[src/hdl/uart_pkg.sv]
package uart_pkg;

    // serial timing, small values for simulation. a board build raises these.
    localparam int clks_per_bit = 16;
    localparam int status_interval = 2000;

    localparam int bit_cnt_w = $clog2(clks_per_bit);
    localparam int status_cnt_w = $clog2(status_interval + 1);

    typedef enum logic [1:0] {
        rx_st_idle,
        rx_st_start,
        rx_st_data,
        rx_st_stop
    } rx_state_e;

    typedef enum logic [1:0] {
        tx_st_idle,
        tx_st_start,
        tx_st_data,
        tx_st_stop
    } tx_state_e;

    // ascii bytes the host terminal sends.
    typedef enum logic [7:0] {
        key_up    = 8'h77, // 'w'.
        key_down  = 8'h73, // 's'.
        key_left  = 8'h61, // 'a'.
        key_right = 8'h64, // 'd'.
        key_enter = 8'h0d
    } key_code_e;

    typedef struct packed {
        logic up;
        logic down;
        logic left;
        logic right;
        logic enter;
    } key_pulses_t;

    typedef struct packed {
        logic       win;
        logic [1:0] row;
        logic [1:0] col;
    } board_pos_t;

    localparam logic [7:0] report_win = 8'h57;
    localparam logic [7:0] report_pos_base = 8'h40; // '@' is row 0, col 0.

endpackage
[src/hdl/uart_controller.sv]
`timescale 1ns/100ps

module uart_controller (
    input  logic                 clk,
    input  logic                 reset,
    input  logic                 rx_in,
    output logic                 tx_out,
    output uart_pkg::key_pulses_t keys,
    input  uart_pkg::board_pos_t  position
);

    logic [7:0] rx_data;
    logic       rx_valid;
    logic [7:0] tx_data;
    logic       tx_send;
    logic       tx_busy;

    uart_rx uart_rx_i (
        .clk      (clk),
        .reset    (reset),
        .rx_in    (rx_in),
        .rx_data  (rx_data),
        .rx_valid (rx_valid)
    );

    key_decoder key_decoder_i (
        .clk      (clk),
        .reset    (reset),
        .rx_data  (rx_data),
        .rx_valid (rx_valid),
        .keys     (keys)
    );

    status_reporter status_reporter_i (
        .clk      (clk),
        .reset    (reset),
        .position (position),
        .tx_busy  (tx_busy),
        .tx_data  (tx_data),
        .tx_send  (tx_send)
    );

    uart_tx uart_tx_i (
        .clk      (clk),
        .reset    (reset),
        .tx_data  (tx_data),
        .tx_send  (tx_send),
        .tx_out   (tx_out),
        .tx_busy  (tx_busy)
    );

endmodule

[src/hdl/status_reporter.sv]
`timescale 1ns/100ps

module status_reporter (
    input  logic                clk,
    input  logic                reset,
    input  uart_pkg::board_pos_t position,
    input  logic                tx_busy,
    output logic [7:0]          tx_data,
    output logic                tx_send
);

    import uart_pkg::*;

    board_pos_t prev_pos;
    logic [status_cnt_w-1:0] idle_cnt;
    logic tx_free;
    logic pos_changed;
    logic heartbeat_due;

    function automatic logic [7:0] report_byte(input board_pos_t pos);
        if (pos.win) begin
            return report_win;
        end
        return report_pos_base + {4'b0000, pos.row, pos.col};
    endfunction

    // busy only rises after the send cycle, so block that cycle too.
    assign tx_free = !tx_busy && !tx_send;
    assign pos_changed = (position != prev_pos);
    assign heartbeat_due = (idle_cnt == status_interval);

    always_ff @(posedge clk or posedge reset) begin
        if (reset) begin
            prev_pos <= '0;
            idle_cnt <= '0;
            tx_send <= 1'b0;
        end else begin
            tx_send <= 1'b0;
            if (pos_changed && tx_free) begin
                tx_send <= 1'b1;
                prev_pos <= position;
                idle_cnt <= '0;
            end else if (heartbeat_due && tx_free) begin
                tx_send <= 1'b1;
                idle_cnt <= '0;
            end else if (!heartbeat_due) begin
                idle_cnt <= idle_cnt + 1'b1; // holds at the interval while busy.
            end
        end
    end

    // pending changes keep prev_pos stale until the line frees up.
    always_ff @(posedge clk) begin
        if ((pos_changed || heartbeat_due) && tx_free) begin
            tx_data <= report_byte(position);
        end
    end

endmodule

[src/hdl/key_decoder.sv]
`timescale 1ns/100ps

module key_decoder (
    input  logic                 clk,
    input  logic                 reset,
    input  logic [7:0]           rx_data,
    input  logic                 rx_valid,
    output uart_pkg::key_pulses_t keys
);

    import uart_pkg::*;

    key_code_e code;

    assign code = key_code_e'(rx_data);

    // the default clear ends every pulse after one cycle.
    always_ff @(posedge clk or posedge reset) begin
        if (reset) begin
            keys <= '0;
        end else begin
            keys <= '0;
            if (rx_valid) begin
                case (code)
                    key_up:    keys.up <= 1'b1;
                    key_down:  keys.down <= 1'b1;
                    key_left:  keys.left <= 1'b1;
                    key_right: keys.right <= 1'b1;
                    key_enter: keys.enter <= 1'b1;
                    default:   ; // unknown bytes are ignored.
                endcase
            end
        end
    end

endmodule

[src/hdl/uart_tx.sv]
`timescale 1ns/100ps

module uart_tx (
    input  logic       clk,
    input  logic       reset,
    input  logic [7:0] tx_data,
    input  logic       tx_send,
    output logic       tx_out,
    output logic       tx_busy
);

    import uart_pkg::*;

    tx_state_e state;
    logic [bit_cnt_w-1:0] clk_cnt;
    logic [2:0] bit_idx;
    logic [7:0] shift_reg;

    always_ff @(posedge clk or posedge reset) begin
        if (reset) begin
            state <= tx_st_idle;
            clk_cnt <= '0;
            bit_idx <= '0;
        end else begin
            case (state)
                tx_st_idle: begin
                    clk_cnt <= '0;
                    bit_idx <= '0;
                    if (tx_send) state <= tx_st_start;
                end
                tx_st_start: begin
                    clk_cnt <= clk_cnt + 1'b1;
                    if (clk_cnt == clks_per_bit - 1) begin
                        clk_cnt <= '0;
                        state <= tx_st_data;
                    end
                end
                tx_st_data: begin
                    clk_cnt <= clk_cnt + 1'b1;
                    if (clk_cnt == clks_per_bit - 1) begin
                        clk_cnt <= '0;
                        bit_idx <= bit_idx + 1'b1;
                        if (bit_idx == 3'd7) state <= tx_st_stop;
                    end
                end
                tx_st_stop: begin
                    clk_cnt <= clk_cnt + 1'b1;
                    if (clk_cnt == clks_per_bit - 1) state <= tx_st_idle;
                end
                default: state <= tx_st_idle;
            endcase
        end
    end

    always_ff @(posedge clk) begin
        if (state == tx_st_idle && tx_send) begin
            shift_reg <= tx_data;
        end else if (state == tx_st_data && clk_cnt == clks_per_bit - 1) begin
            shift_reg <= {1'b0, shift_reg[7:1]}; // next bit into position 0.
        end
    end

    always_comb begin
        case (state)
            tx_st_start: tx_out = 1'b0;
            tx_st_data:  tx_out = shift_reg[0];
            default:     tx_out = 1'b1;
        endcase
    end

    assign tx_busy = (state != tx_st_idle);

endmodule

[src/hdl/uart_rx.sv]
`timescale 1ns/100ps

module uart_rx (
    input  logic       clk,
    input  logic       reset,
    input  logic       rx_in,
    output logic [7:0] rx_data,
    output logic       rx_valid
);

    import uart_pkg::*;

    logic rx_meta;
    logic rx_sync;
    rx_state_e state;
    logic [bit_cnt_w-1:0] clk_cnt;
    logic [2:0] bit_idx;
    logic [7:0] shift_reg;

    // line idles high, so the synchroniser resets to one.
    always_ff @(posedge clk or posedge reset) begin
        if (reset) begin
            rx_meta <= 1'b1;
            rx_sync <= 1'b1;
        end else begin
            rx_meta <= rx_in;
            rx_sync <= rx_meta;
        end
    end

    always_ff @(posedge clk or posedge reset) begin
        if (reset) begin
            state <= rx_st_idle;
            clk_cnt <= '0;
            bit_idx <= '0;
            rx_valid <= 1'b0;
        end else begin
            rx_valid <= 1'b0;
            case (state)
                rx_st_idle: begin
                    clk_cnt <= '0;
                    if (!rx_sync) state <= rx_st_start;
                end
                rx_st_start: begin
                    if (clk_cnt == clks_per_bit / 2 - 1) begin
                        clk_cnt <= '0;
                        bit_idx <= '0;
                        state <= rx_sync ? rx_st_idle : rx_st_data; // glitch rejected.
                    end else begin
                        clk_cnt <= clk_cnt + 1'b1;
                    end
                end
                rx_st_data: begin
                    if (clk_cnt == clks_per_bit - 1) begin
                        clk_cnt <= '0;
                        if (bit_idx == 3'd7) state <= rx_st_stop;
                        bit_idx <= bit_idx + 1'b1;
                    end else begin
                        clk_cnt <= clk_cnt + 1'b1;
                    end
                end
                rx_st_stop: begin
                    if (clk_cnt == clks_per_bit - 1) begin
                        rx_valid <= rx_sync; // framing error drops the byte.
                        state <= rx_st_idle;
                    end else begin
                        clk_cnt <= clk_cnt + 1'b1;
                    end
                end
                default: state <= rx_st_idle;
            endcase
        end
    end

    // lsb first, sampled at bit centre.
    always_ff @(posedge clk) begin
        if (state == rx_st_data && clk_cnt == clks_per_bit - 1) begin
            shift_reg <= {rx_sync, shift_reg[7:1]};
        end
    end

    assign rx_data = shift_reg;

endmodule

[config.mk]
export PLATFORM = sky130hd
export DESIGN_NAME = uart_controller
export DESIGN_NICKNAME = d
export VERILOG_FILES = /design/src/hdl/uart_pkg.sv /design/src/hdl/uart_controller.sv /design/src/hdl/status_reporter.sv /design/src/hdl/key_decoder.sv /design/src/hdl/uart_tx.sv /design/src/hdl/uart_rx.sv
export SDC_FILE = /design/constraint.sdc
export NUM_CORES = 1
export LEC_CHECK = 0
export BUFFER_PORTS_ARGS = -buffer_cell sky130_fd_sc_hd__buf_2
export CAP_MARGIN = 5
export CELL_PAD_IN_SITES_DETAIL_PLACEMENT = 0
export CELL_PAD_IN_SITES_GLOBAL_PLACEMENT = 1
export CORE_UTILIZATION = 50
export CTS_CLUSTER_DIAMETER = 30
export DETAILED_ROUTE_END_ITERATION = 10
export PLACE_DENSITY = 0.88
export REMOVE_ABC_BUFFERS = 1
export SETUP_SLACK_MARGIN = 0.05
export SLEW_MARGIN = 25
export SYNTH_ARGS = -nofsm -noshare
export SYNTH_HDL_FRONTEND = slang
export SYNTH_SLANG_ARGS = --single-unit
[constraint.sdc]
create_clock -name clk -period 2.3 [get_ports clk]
set_input_delay 0.46 -clock clk [delete_from_list [all_inputs] [get_ports clk]]
set_output_delay 0.46 -clock clk [all_outputs]
set_load 0.05 [all_outputs]
Word level (Yosys, flattened, before mapping)
Index checks and enable logic that the tools add are counted.

Equality and inequality tests: 30. Mux-type cells: 44. Reduce and logical (&&, ||, !) cells: 21. Add/sub/neg operators: 6.

Operators with widths (count): $mux 11 (3); $eq 8x7->1 const B (4); $mux 8 (4); $mux 2 (11); $mux 4 (4); $ne 2x1->1 const B (8); $pmux 2 s4 (2); $pmux 4 s4 (1); $pmux 3 s2 (2); $pmux 4 s3 (1); $add 11x1->11 const B (1); $eq 11x11->1 const B (1); $mux 1 (11); $reduce_and 5->1 (2); $mux 3 (3); $add 4x1->4 const B (2); $add 7x4->8 const A (1); $eq 2x2->1 const B (4); $eq 4x4->1 const B (2); $eq 8x4->1 const B (1); $reduce_bool 2->1 (4); $logic_and 1x1->1 (7); $add 3x1->3 const B (2); $eq 3x3->1 const B (2); other kinds (13) (18).

Flip-flop bits (word level): 67. Word-level logic and storage cells: 123. Input bits: 8. Output and inout bits: 6.

Logic depth before layout (Yosys ltp)
Gate-level depths: netlist of run 1.

Word-level depth: 6. Gate-level depth with buffers: 7. Depth with buffers taken out: 6.

Modules after synthesis
A second synthesis of run 1 with hierarchy kept.

Cells, all modules: 252. Area, all modules: 3046.7 um2.

Modules (own cells, without submodules): status_reporter (area each 1071.0 um2, times used 1, cells each 90, sequential area each 575.6 um2); uart_rx (area each 919.6 um2, times used 1, cells each 77, sequential area each 543.0 um2); uart_tx (area each 840.8 um2, times used 1, cells each 67, sequential area each 465.4 um2); key_decoder (area each 215.2 um2, times used 1, cells each 18, sequential area each 125.1 um2).

Worst setup path after synthesis of run 1
Ideal clock, no wire load.

Path type: register to output. Start point: register uart_tx_i.state[0]. End point: output tx_out. Stages on the path, launching flop included: 5. Arrival time: 1892 ps. Data required time: 1840 ps. Slack: -52 ps. Buffers on the path: 1. Cells stage by stage: dfrtp_1 -> inv_1 -> ha_1 -> clkbuf_1 -> o21ai_0.

Word-level cells in the longest chain between the ends: 2. Elaborated cells between the ends (all ways): 3. Classes of those cells: eq/ne: 2; mux: 1.

Ends and longest elaborated chain: from (decl) (RTL line uart_tx.sv:14) `tx_state_e state;`; from (signal assigned) (RTL line uart_tx.sv:21) `state <= tx_st_idle;`; from (signal assigned) (RTL line uart_tx.sv:29) `if (tx_send) state <= tx_st_start;`; from (signal assigned) (RTL line uart_tx.sv:35) `state <= tx_st_data;`; $eq 2x2->1 / $eq 2x1->1 (equally long branches) (RTL line uart_tx.sv:64) `case (state)`; $pmux 1 s2 * (RTL line uart_tx.sv:64); to (decl) (RTL line uart_controller.sv:7) `output logic tx_out,`.

Mark *: on every way between the ends. The rest lies on a longest branch, timed or not.

Final worst setup path of run 1
Ends and elaborated chain as after synthesis.

==> reports/qor.csv, run 1 <==
stage;metric;value;unit
run_status;status;complete, no violations;
final_layout;commonest non-fill, non-tap cell in the layout;dfrtp_1;
final_layout;most frequent cells in the layout;dfrtp_1 (41), edfxtp_1 (20), ha_1 (18), xor2_1 (15);
timing;final setup vio count;0;
routing;post-route antenna net violation count;0;
worst_setup_path;required time of the critical path;1.84;ns
worst_setup_path;critical path capture point type;output port;
final_layout;area occupied by multi-input gates;0.00123;mm2
pwr;Power Dens Cells;814;mW/mm2
grt;GRT met1 Usage;0.229;
routing;Starting DRT DRC Count;67;
logic_synthesis;synth unique cells;50;
run;Max Cap Violations;0;
logic_synthesis;post-synthesis mux area share;0.0618;
logic_synthesis;Avg Inst Size Synth;12.3;um2
pwr;Sequential Power Share;0.490;
clocking;CTS tree;done;
final_layout;Synth-to-Final Area Change;10.8;%
logic_synthesis;complex-gate fraction of the synthesized area;0.0714;
grt;Top Usage Layer GRT;met2;
final_layout;Sequential cell area;0.00168;mm2
worst_setup_path;largest fanout on the critical path;9;
pwr;Peak VDD IR;0.338;mV
routing;drt total wl;4690;um
placed_design;worst slack, placed;0.321;ns
final_layout;Final #Nets;290;
timing;max-slew violations;0;
logic_synthesis;Post-synth EDFFs;20;
clocking;Clock Path Buffers;2;
logic_synthesis;Synth Area in Simple Gates;0.154;
worst_setup_path;Crit Path Category;reg2out;
logic_synthesis;largest family of logic cells by synthesized area;simple AND/OR/NAND/NOR gates;
final_layout;share of layout cells above drive strength 1;0.201;
grt;largest net degree at the start of global routing;25;
clocking;Hold Buf Count CTS;0;
clocking;cts bufs inserted;9;
routing;drc violations;0;
logic_synthesis;Mapped Area;0.00300;mm2
worst_setup_path;reg2reg start;uart_tx_i.state[0];
pwr;combinational share of power;0.175;
placed_design;Final GP Congestion;0.752;
routing;post-DR wirelength/cell;13.8;um
grt;vias in the first global route;1866;
clocking;Worst-Skew Late Latency;0.33;ns
grt;initial antenna violation count;0;
pwr;P_sw;0.763;mW
final_layout;Largest register FFs;11;
logic_synthesis;post-synthesis xor/xnor area fraction;0.0497;
grt;GRT met2 Usage;0.274;
logic_synthesis;synth warn;0;
clocking;root buffer cell;clkbuf_8;
timing;Slew headroom;0.439;
logic_synthesis;post-synthesis adder-cell area fraction;0.0752;
placed_design;hpwl dp;3290;um
logic_synthesis;#FFs+latches synth;63;
worst_setup_path;reg2reg setup slack;0.35;ns
timing;worst slew pin tran;0.836;ns
timing;Final Cycle Share;0.905;
final_layout;Antenna Cells;0;
clocking;Post-CTS Setup Bufs;0;
final_layout;fillers;476;
routing;drt pass-1 iters;4;
timing;unrepaired setup endpoints after global routing;no;
logic_synthesis;Top FF cell, synth;dfrtp_1;
min_path;worst min-delay path category;in2async;
timing;setup tns final;0;ns
grt;global-route wire length before repair;8350;um
clocking;Clock transition at path regs;0.07;ns
routing;routed via count;1828;
logic_synthesis;ys async rst share;0.683;
grt;overall track demand over capacity in global routing;0.175;
timing;final setup margin;0.219;ns
pwr;power share of the clock group;0.335;
floorplanning;core area;0.00564;mm2
floorplanning;Initial Utilization;0.531;
clocking;Gates resized, CTS repair;0;
placed_design;# port buffers;13;
logic_synthesis;Cells after Synth;243;
worst_setup_path;CP startpoint kind;flip-flop;
grt;grt total ovfl;0;
pwr;P_int;1.94;mW
logic_synthesis;sequential area share after synthesis;0.561;
clocking;CTS Sinks;63;
clocking;CTS H-tree lvls;3;
timing;clock skew;0.00933;ns
timing;Final Critical Period;2.08;ns
pwr;Lkg Pwr;1.49;nW
floorplanning;die extent in y;79.4;um
pwr;sw frac;0.282;
floorplanning;Die Width;79.4;um
worst_setup_path;worst path arrival time;1.62;ns
logic_synthesis;top post-synthesis cells by area;dfrtp_1 (34%), edfxtp_1 (20%), ha_1 (7.5%);
logic_synthesis;Synth area leader;dfrtp_1;
worst_setup_path;R2R depth;4;
timing;fmax;481;MHz
timing;Hold Violations, Final;0;
logic_synthesis;Yosys top cell area share;0.343;
floorplanning;Std-Cell Rows;27;
routing;Via density;5.36;
worst_setup_path;reg-to-reg endpoint;status_reporter_i.tx_data[4];
grt;met3 Usage GRT;0.0343;
floorplanning;die footprint;0.00630;mm2
floorplanning;IO Count;14;
final cells by class:
class                   instances  share of cell area
multi-input cells             161               0.372
clock inverters                 4              0.0140
flip-flops and latches         63               0.506
well taps                      72              0.0271
clock buffers                  12              0.0407
repair buffers                 15              0.0241
inverters                      14              0.0158
metal layers:
layer	routed length [um]	vias to the layer above
li1	-	920
met4	105	0
met3	98	9
met5	0	-
met2	2150	19
met1	2330	880
power by group through the flow:
| stage | combinational [mW] | clock (mW) | sequential (mW) |
|---|---|---|---|
| 6_report | 0.474 | 0.904 | 1.32 |
| 5_1_grt | 0.539 | 0.963 | 1.33 |
| 4_1_cts | 0.478 | 0.921 | 1.32 |
| 3_5_place_dp | 0.472 | 0 | 1.34 |
| 3_3_place_gp | 0.459 | 0 | 1.34 |
| 2_1_floorplan | 0.387 | 0 | 1.32 |
synthesized netlist by cell type, types with 5 or more instances:
cell type   n
ha_1       18
nor2_1     13
mux2_2     12
nand4_1     8
inv_1      14
nand2b_1    5
nor3_1      7
o21ai_0     5
xor2_1     15
nand2_1    11
nand3_1    12
edfxtp_1   20
dfrtp_1    41
how the worst max path moves through the flow:
stage / to / slack, ns / startpoint
floorplan: tx_out / 0.02 / uart_tx_i.state[0]
global placement: uart_rx_i.bit_idx[0] / 0.45 / uart_rx_i.state[0]
detailed placement: status_reporter_i.tx_data[2] / 0.32 / uart_tx_i.state[0]
CTS: tx_out / 0.19 / uart_tx_i.state[0]
global route: tx_out / 0.09 / uart_tx_i.state[0]
finish: tx_out / 0.22 / uart_tx_i.state[0]
logic make-up (layout without fill, tap and decap cells):
kind of cell             count (synthesis)  in the layout
multiplexers                            16             16
flip-flops                              63             63
AO/OA/AOI/OAI                           28             28
adder cells (fa/ha/maj)                 18             18
AND/OR/NAND/NOR                         82             82
XOR/XNOR                                17             17
buffers and inverters                   19             45
worst max-delay path, stage by stage (launching register included):
cell	delay, ns
dfrtp_1	0.40
inv_1	0.13
ha_1	0.35
nand2_1	0.07
o21ai_0	0.07
buf_2	0.28
through the flow:
step                cell area, um2   util  total power [mW]  hold WS (ns)  instances
finish                        3320  0.588              2.70         0.185        341
floorplan                     2970      -              1.71         0.345        238
global placement              3140  0.556              1.80         0.345        325
global route                  3320  0.588              2.84         0.219        341
CTS                           3320  0.588              2.72         0.213        341
detailed placement            3140  0.556              1.81         0.347        325
Note: power is estimated with default switching activity, not from simulation.
==> run 2, diff against run 1 <==
CELL_PAD_IN_SITES_DETAIL_PLACEMENT = not set   (was 0)
CELL_PAD_IN_SITES_GLOBAL_PLACEMENT = not set   (was 1)
CORE_UTILIZATION = 55   (was 50)
PLACE_DENSITY = 0.82   (was 0.88)
==> reports/qor.csv, run 2 (synthesis gave the netlist of run 1 again) <==
stage;metric;value;unit
clocking;CTS Sinks;63;
routing;drt pass-1 iters;4;
worst_setup_path;reg-to-reg endpoint;uart_rx_i.bit_idx[0];
placed_design;Final GP Congestion;0.800;
pwr;combinational share of power;0.154;
worst_setup_path;reg2reg setup slack;0.35;ns
floorplanning;Initial Utilization;0.579;
floorplanning;Die Width;75.8;um
timing;worst slew pin tran;0.557;ns
worst_setup_path;reg2reg start;uart_rx_i.state[0];
clocking;root buffer cell;clkbuf_8;
routing;post-DR wirelength/cell;14.8;um
pwr;Lkg Pwr;1.53;nW
placed_design;# port buffers;13;
pwr;P_int;2.30;mW
pwr;sw frac;0.253;
clocking;Gates resized, CTS repair;0;
timing;final setup vio count;0;
run_status;status;complete, no violations;
pwr;power share of the clock group;0.417;
routing;Via density;5.49;
timing;fmax;471;MHz
final_layout;Antenna Cells;0;
worst_setup_path;R2R depth;6;
clocking;cts bufs inserted;9;
worst_setup_path;required time of the critical path;1.84;ns
clocking;Worst-Skew Late Latency;0.34;ns
timing;unrepaired setup endpoints after global routing;no;
final_layout;commonest non-fill, non-tap cell in the layout;dfrtp_1;
final_layout;Largest register FFs;11;
routing;drt total wl;5020;um
timing;Slew headroom;0.627;
pwr;Peak VDD IR;0.467;mV
worst_setup_path;CP startpoint kind;flip-flop;
timing;clock skew;0.00473;ns
routing;drc violations;0;
worst_setup_path;critical path capture point type;output port;
clocking;CTS H-tree lvls;3;
worst_setup_path;largest fanout on the critical path;9;
final_layout;most frequent cells in the layout;dfrtp_1 (41), edfxtp_1 (20), ha_1 (18), xor2_1 (15);
floorplanning;Std-Cell Rows;26;
grt;vias in the first global route;1811;
grt;largest net degree at the start of global routing;36;
floorplanning;die footprint;0.00574;mm2
routing;post-route antenna net violation count;0;
final_layout;share of layout cells above drive strength 1;0.209;
floorplanning;IO Count;14;
final_layout;Synth-to-Final Area Change;13.4;%
grt;overall track demand over capacity in global routing;0.200;
clocking;Clock Path Buffers;2;
clocking;Hold Buf Count CTS;0;
grt;global-route wire length before repair;8200;um
timing;Hold Violations, Final;0;
worst_setup_path;Critical Path Source;uart_tx_i.state[0];
clocking;Clock transition at path regs;0.07;ns
grt;grt total ovfl;0;
floorplanning;die extent in y;75.8;um
placed_design;hpwl dp;3360;um
pwr;Sequential Power Share;0.429;
timing;Final Critical Period;2.12;ns
clocking;CTS tree;done;
pwr;Power Dens Cells;907;mW/mm2
pwr;P_sw;0.779;mW
final_layout;Final #Nets;289;
grt;initial antenna violation count;0;
timing;setup tns final;0;ns
pwr;Final Power;3.08;mW
routing;Starting DRT DRC Count;79;
worst_setup_path;Crit Path Category;reg2out;
timing;Final Cycle Share;0.923;
min_path;worst min-delay path category;in2async;
floorplanning;core area;0.00517;mm2
clocking;Post-CTS Setup Bufs;0;
run;Max Cap Violations;0;
worst_setup_path;worst path arrival time;1.66;ns
timing;max-slew violations;0;
routing;routed via count;1855;
[run 2: how the worst max path moves through the flow]
stage,slack [ns],cells after the start,to
2_1_floorplan,0.02,3,tx_out
3_3_place_gp,0.46,6,uart_rx_i.bit_idx[0]
3_5_place_dp,0.37,6,uart_rx_i.bit_idx[0]
4_1_cts,0.17,5,tx_out
5_1_grt,0.10,5,tx_out
6_report,0.18,5,tx_out
[run 2: layout make-up]
class / instances / area [um2]
Sequential cell: 63 / 1680
Fill cell: 372 / 1780
Inverter: 14 / 52.6
Multi-Input combinational cell: 161 / 1230
Tap cell: 70 / 87.6
Clock inverter: 5 / 129
Clock buffer: 11 / 141
Timing Repair Buffer: 14 / 72.6
[run 2: per-stage QoR]
step	hold WS, ns	instance area (um2)	setup WS (ns)	utilization	instances
after floorplan	0.345	2970	0.0203	-	238
after global placement	0.347	3130	0.465	0.604	322
after detailed placement	0.349	3130	0.374	0.604	322
after CTS	0.0131	3400	0.168	0.657	338
after global routing	0.0315	3400	0.101	0.657	338
final	0.0210	3400	0.176	0.657	338
[run 2: worst max-delay path, stage by stage (launching register included)]
cell and delay [ns]:
dfrtp_1 0.40, inv_1 0.14, ha_1 0.35, nand2_1 0.07
o21ai_0 0.08, buf_2 0.29
[run 2: power by group through the flow]
| stage | sequential (mW) | clock, mW | combinational (mW) |
|---|---|---|---|
| 6_report | 1.32 | 1.28 | 0.474 |
| 3_5_place_dp | 1.34 | 0 | 0.468 |
| 3_3_place_gp | 1.34 | 0 | 0.454 |
| 2_1_floorplan | 1.32 | 0 | 0.387 |
| 5_1_grt | 1.33 | 1.35 | 0.527 |
| 4_1_cts | 1.32 | 1.31 | 0.475 |
[run 2: routing by layer]
layer	vias up	global-route usage	part of all wire
met2	31	0.311	0.49
met5	-	0	0
met4	0	0.113	0.022
li1	916	-	-
met3	9	0.0529	0.030
met1	899	0.253	0.46
==> run 3, diff against run 2 <==
clock period = 2.55 ns   (was 2.3 ns; I/O delays follow)
==> reports/qor.csv, run 3 (synthesis gave the netlist of run 1 again) <==
stage;metric;value;unit
run_status;status;complete, no violations;
timing;final setup margin;0.337;ns
clocking;cts bufs inserted;9;
pwr;Lkg Pwr;1.47;nW
timing;fmax;452;MHz
floorplanning;IO Count;14;
grt;met3 Usage GRT;0.0608;
floorplanning;core area;0.00517;mm2
grt;GRT met2 Usage;0.310;
min_path;worst min-delay path category;in2async;
floorplanning;die extent in y;75.8;um
worst_setup_path;worst path arrival time;1.70;ns
grt;initial antenna violation count;0;
clocking;Worst-Skew Late Latency;0.35;ns
final_layout;most frequent cells in the layout;dfrtp_1 (41), edfxtp_1 (20), ha_1 (18), xor2_1 (15);
clocking;Gates resized, CTS repair;0;
timing;final setup vio count;0;
routing;post-route antenna net violation count;0;
placed_design;# port buffers;13;
final_layout;post-route insts no fill;338;
floorplanning;Std-Cell Rows;26;
timing;clock skew;0.00991;ns
routing;post-DR wirelength/cell;14.7;um
routing;routed via count;1876;
timing;Final Critical Period;2.21;ns
placed_design;hpwl dp;3530;um
final_layout;Final #Nets;289;
floorplanning;die footprint;0.00574;mm2
clocking;Hold Buf Count CTS;0;
clocking;CTS H-tree lvls;3;
timing;worst slew pin tran;0.768;ns
timing;setup tns final;0;ns
grt;grt total ovfl;0;
grt;global-route wire length before repair;8540;um
final_layout;share of layout cells above drive strength 1;0.209;
final_layout;Final Util;0.636;
final_layout;fillers;393;
run;Max Cap Violations;0;
clocking;root buffer cell;clkbuf_8;
pwr;Peak VDD IR;0.471;mV
placed_design;Post-Place Cells;322;
routing;drt pass-1 iters;5;
clocking;Clock Path Buffers;2;
timing;max-slew violations;0;
worst_setup_path;reg-to-reg endpoint;status_reporter_i.tx_data[2];
grt;largest net degree at the start of global routing;23;
pwr;Power Dens Cells;719;mW/mm2
clocking;Post-CTS Setup Bufs;0;
placed_design;Final GP Congestion;0.836;
clocking;CTS tree;done;
final_layout;commonest non-fill, non-tap cell in the layout;dfrtp_1;
worst_setup_path;CP startpoint kind;flip-flop;
worst_setup_path;reg2reg setup slack;0.59;ns
worst_setup_path;reg2reg start;uart_tx_i.state[0];
final_layout;Synth-to-Final Area Change;9.90;%
grt;GRT met1 Usage;0.267;
routing;Via density;5.55;
floorplanning;Die Width;75.8;um
routing;drc violations;0;
final_layout;Antenna Cells;0;
grt;Top Usage Layer GRT;met2;
timing;Worst Hold Margin;0.198;ns
clocking;Clock transition at path regs;0.07;ns
floorplanning;Initial Utilization;0.579;
grt;vias in the first global route;1880;
timing;Slew headroom;0.485;
final_layout;Largest register FFs;11;
worst_setup_path;Crit Path Category;reg2out;
routing;Starting DRT DRC Count;150;
grt;overall track demand over capacity in global routing;0.208;
routing;drt total wl;4970;um
timing;Hold Violations, Final;0;
worst_setup_path;required time of the critical path;2.04;ns
timing;Final Cycle Share;0.868;
timing;unrepaired setup endpoints after global routing;no;
worst_setup_path;critical path capture point type;output port;
placed_design;worst slack, placed;0.573;ns
worst_setup_path;R2R depth;4;
worst_setup_path;largest fanout on the critical path;9;
clocking;CTS Sinks;63;
## run 3: cell types whose count changed in the layout (fill, tap and decap cells not counted)
cell and change:
clkinvlp_4 +3, clkbuf_8 -1, clkinv_4 -1, bufinv_16 -4, clkinv_2 +3
## run 3: layer usage
layer / vias up / part of all wire
met2: 32 / 0.47
met3: 11 / 0.027
met1: 922 / 0.47
li1: 911 / -
met5: - / 0
met4: 0 / 0.029
## run 3: critical path, cell delays in order (launching register included)
cell and delay [ns]:
dfrtp_1 0.41, inv_1 0.14, ha_1 0.34, nand2_1 0.09, o21ai_0 0.08, buf_2 0.28
## run 3: per-stage QoR
step,power (mW),instance area [um2]
after floorplan,1.54,2970
after global placement,1.61,3130
after detailed placement,1.64,3130
after CTS,2.38,3290
after global routing,2.49,3290
final,2.37,3290
## run 3: how the worst max path moves through the flow
stage                             from                           end  slack [ns]
CTS                 uart_tx_i.state[0]                        tx_out        0.31
floorplan           uart_tx_i.state[0]                        tx_out        0.22
finish              uart_tx_i.state[0]                        tx_out        0.34
global placement    uart_rx_i.state[0]          uart_rx_i.bit_idx[0]        0.72
global route        uart_tx_i.state[0]                        tx_out        0.20
detailed placement  uart_tx_i.state[0]  status_reporter_i.tx_data[2]        0.57
## run 3: area by class of cell
cell class | count | area [um2] | share of cell area
Clock inverter | 6 | 37.5 | 0.0114
Inverter | 14 | 52.6 | 0.0160
Sequential cell | 63 | 1680 | 0.510
Multi-Input combinational cell | 161 | 1230 | 0.375
Clock buffer | 10 | 128 | 0.0388
Timing Repair Buffer | 14 | 72.6 | 0.0220
Tap cell | 70 | 87.6 | 0.0266
## run 3: power by group
group | total, mW | switching (mW) | internal [mW]
Combinational | 0.423 | 0.238 | 0.185
Sequential | 1.19 | 0.0796 | 1.11
Clock | 0.750 | 0.404 | 0.346
Total | 2.37 | 0.722 | 1.65
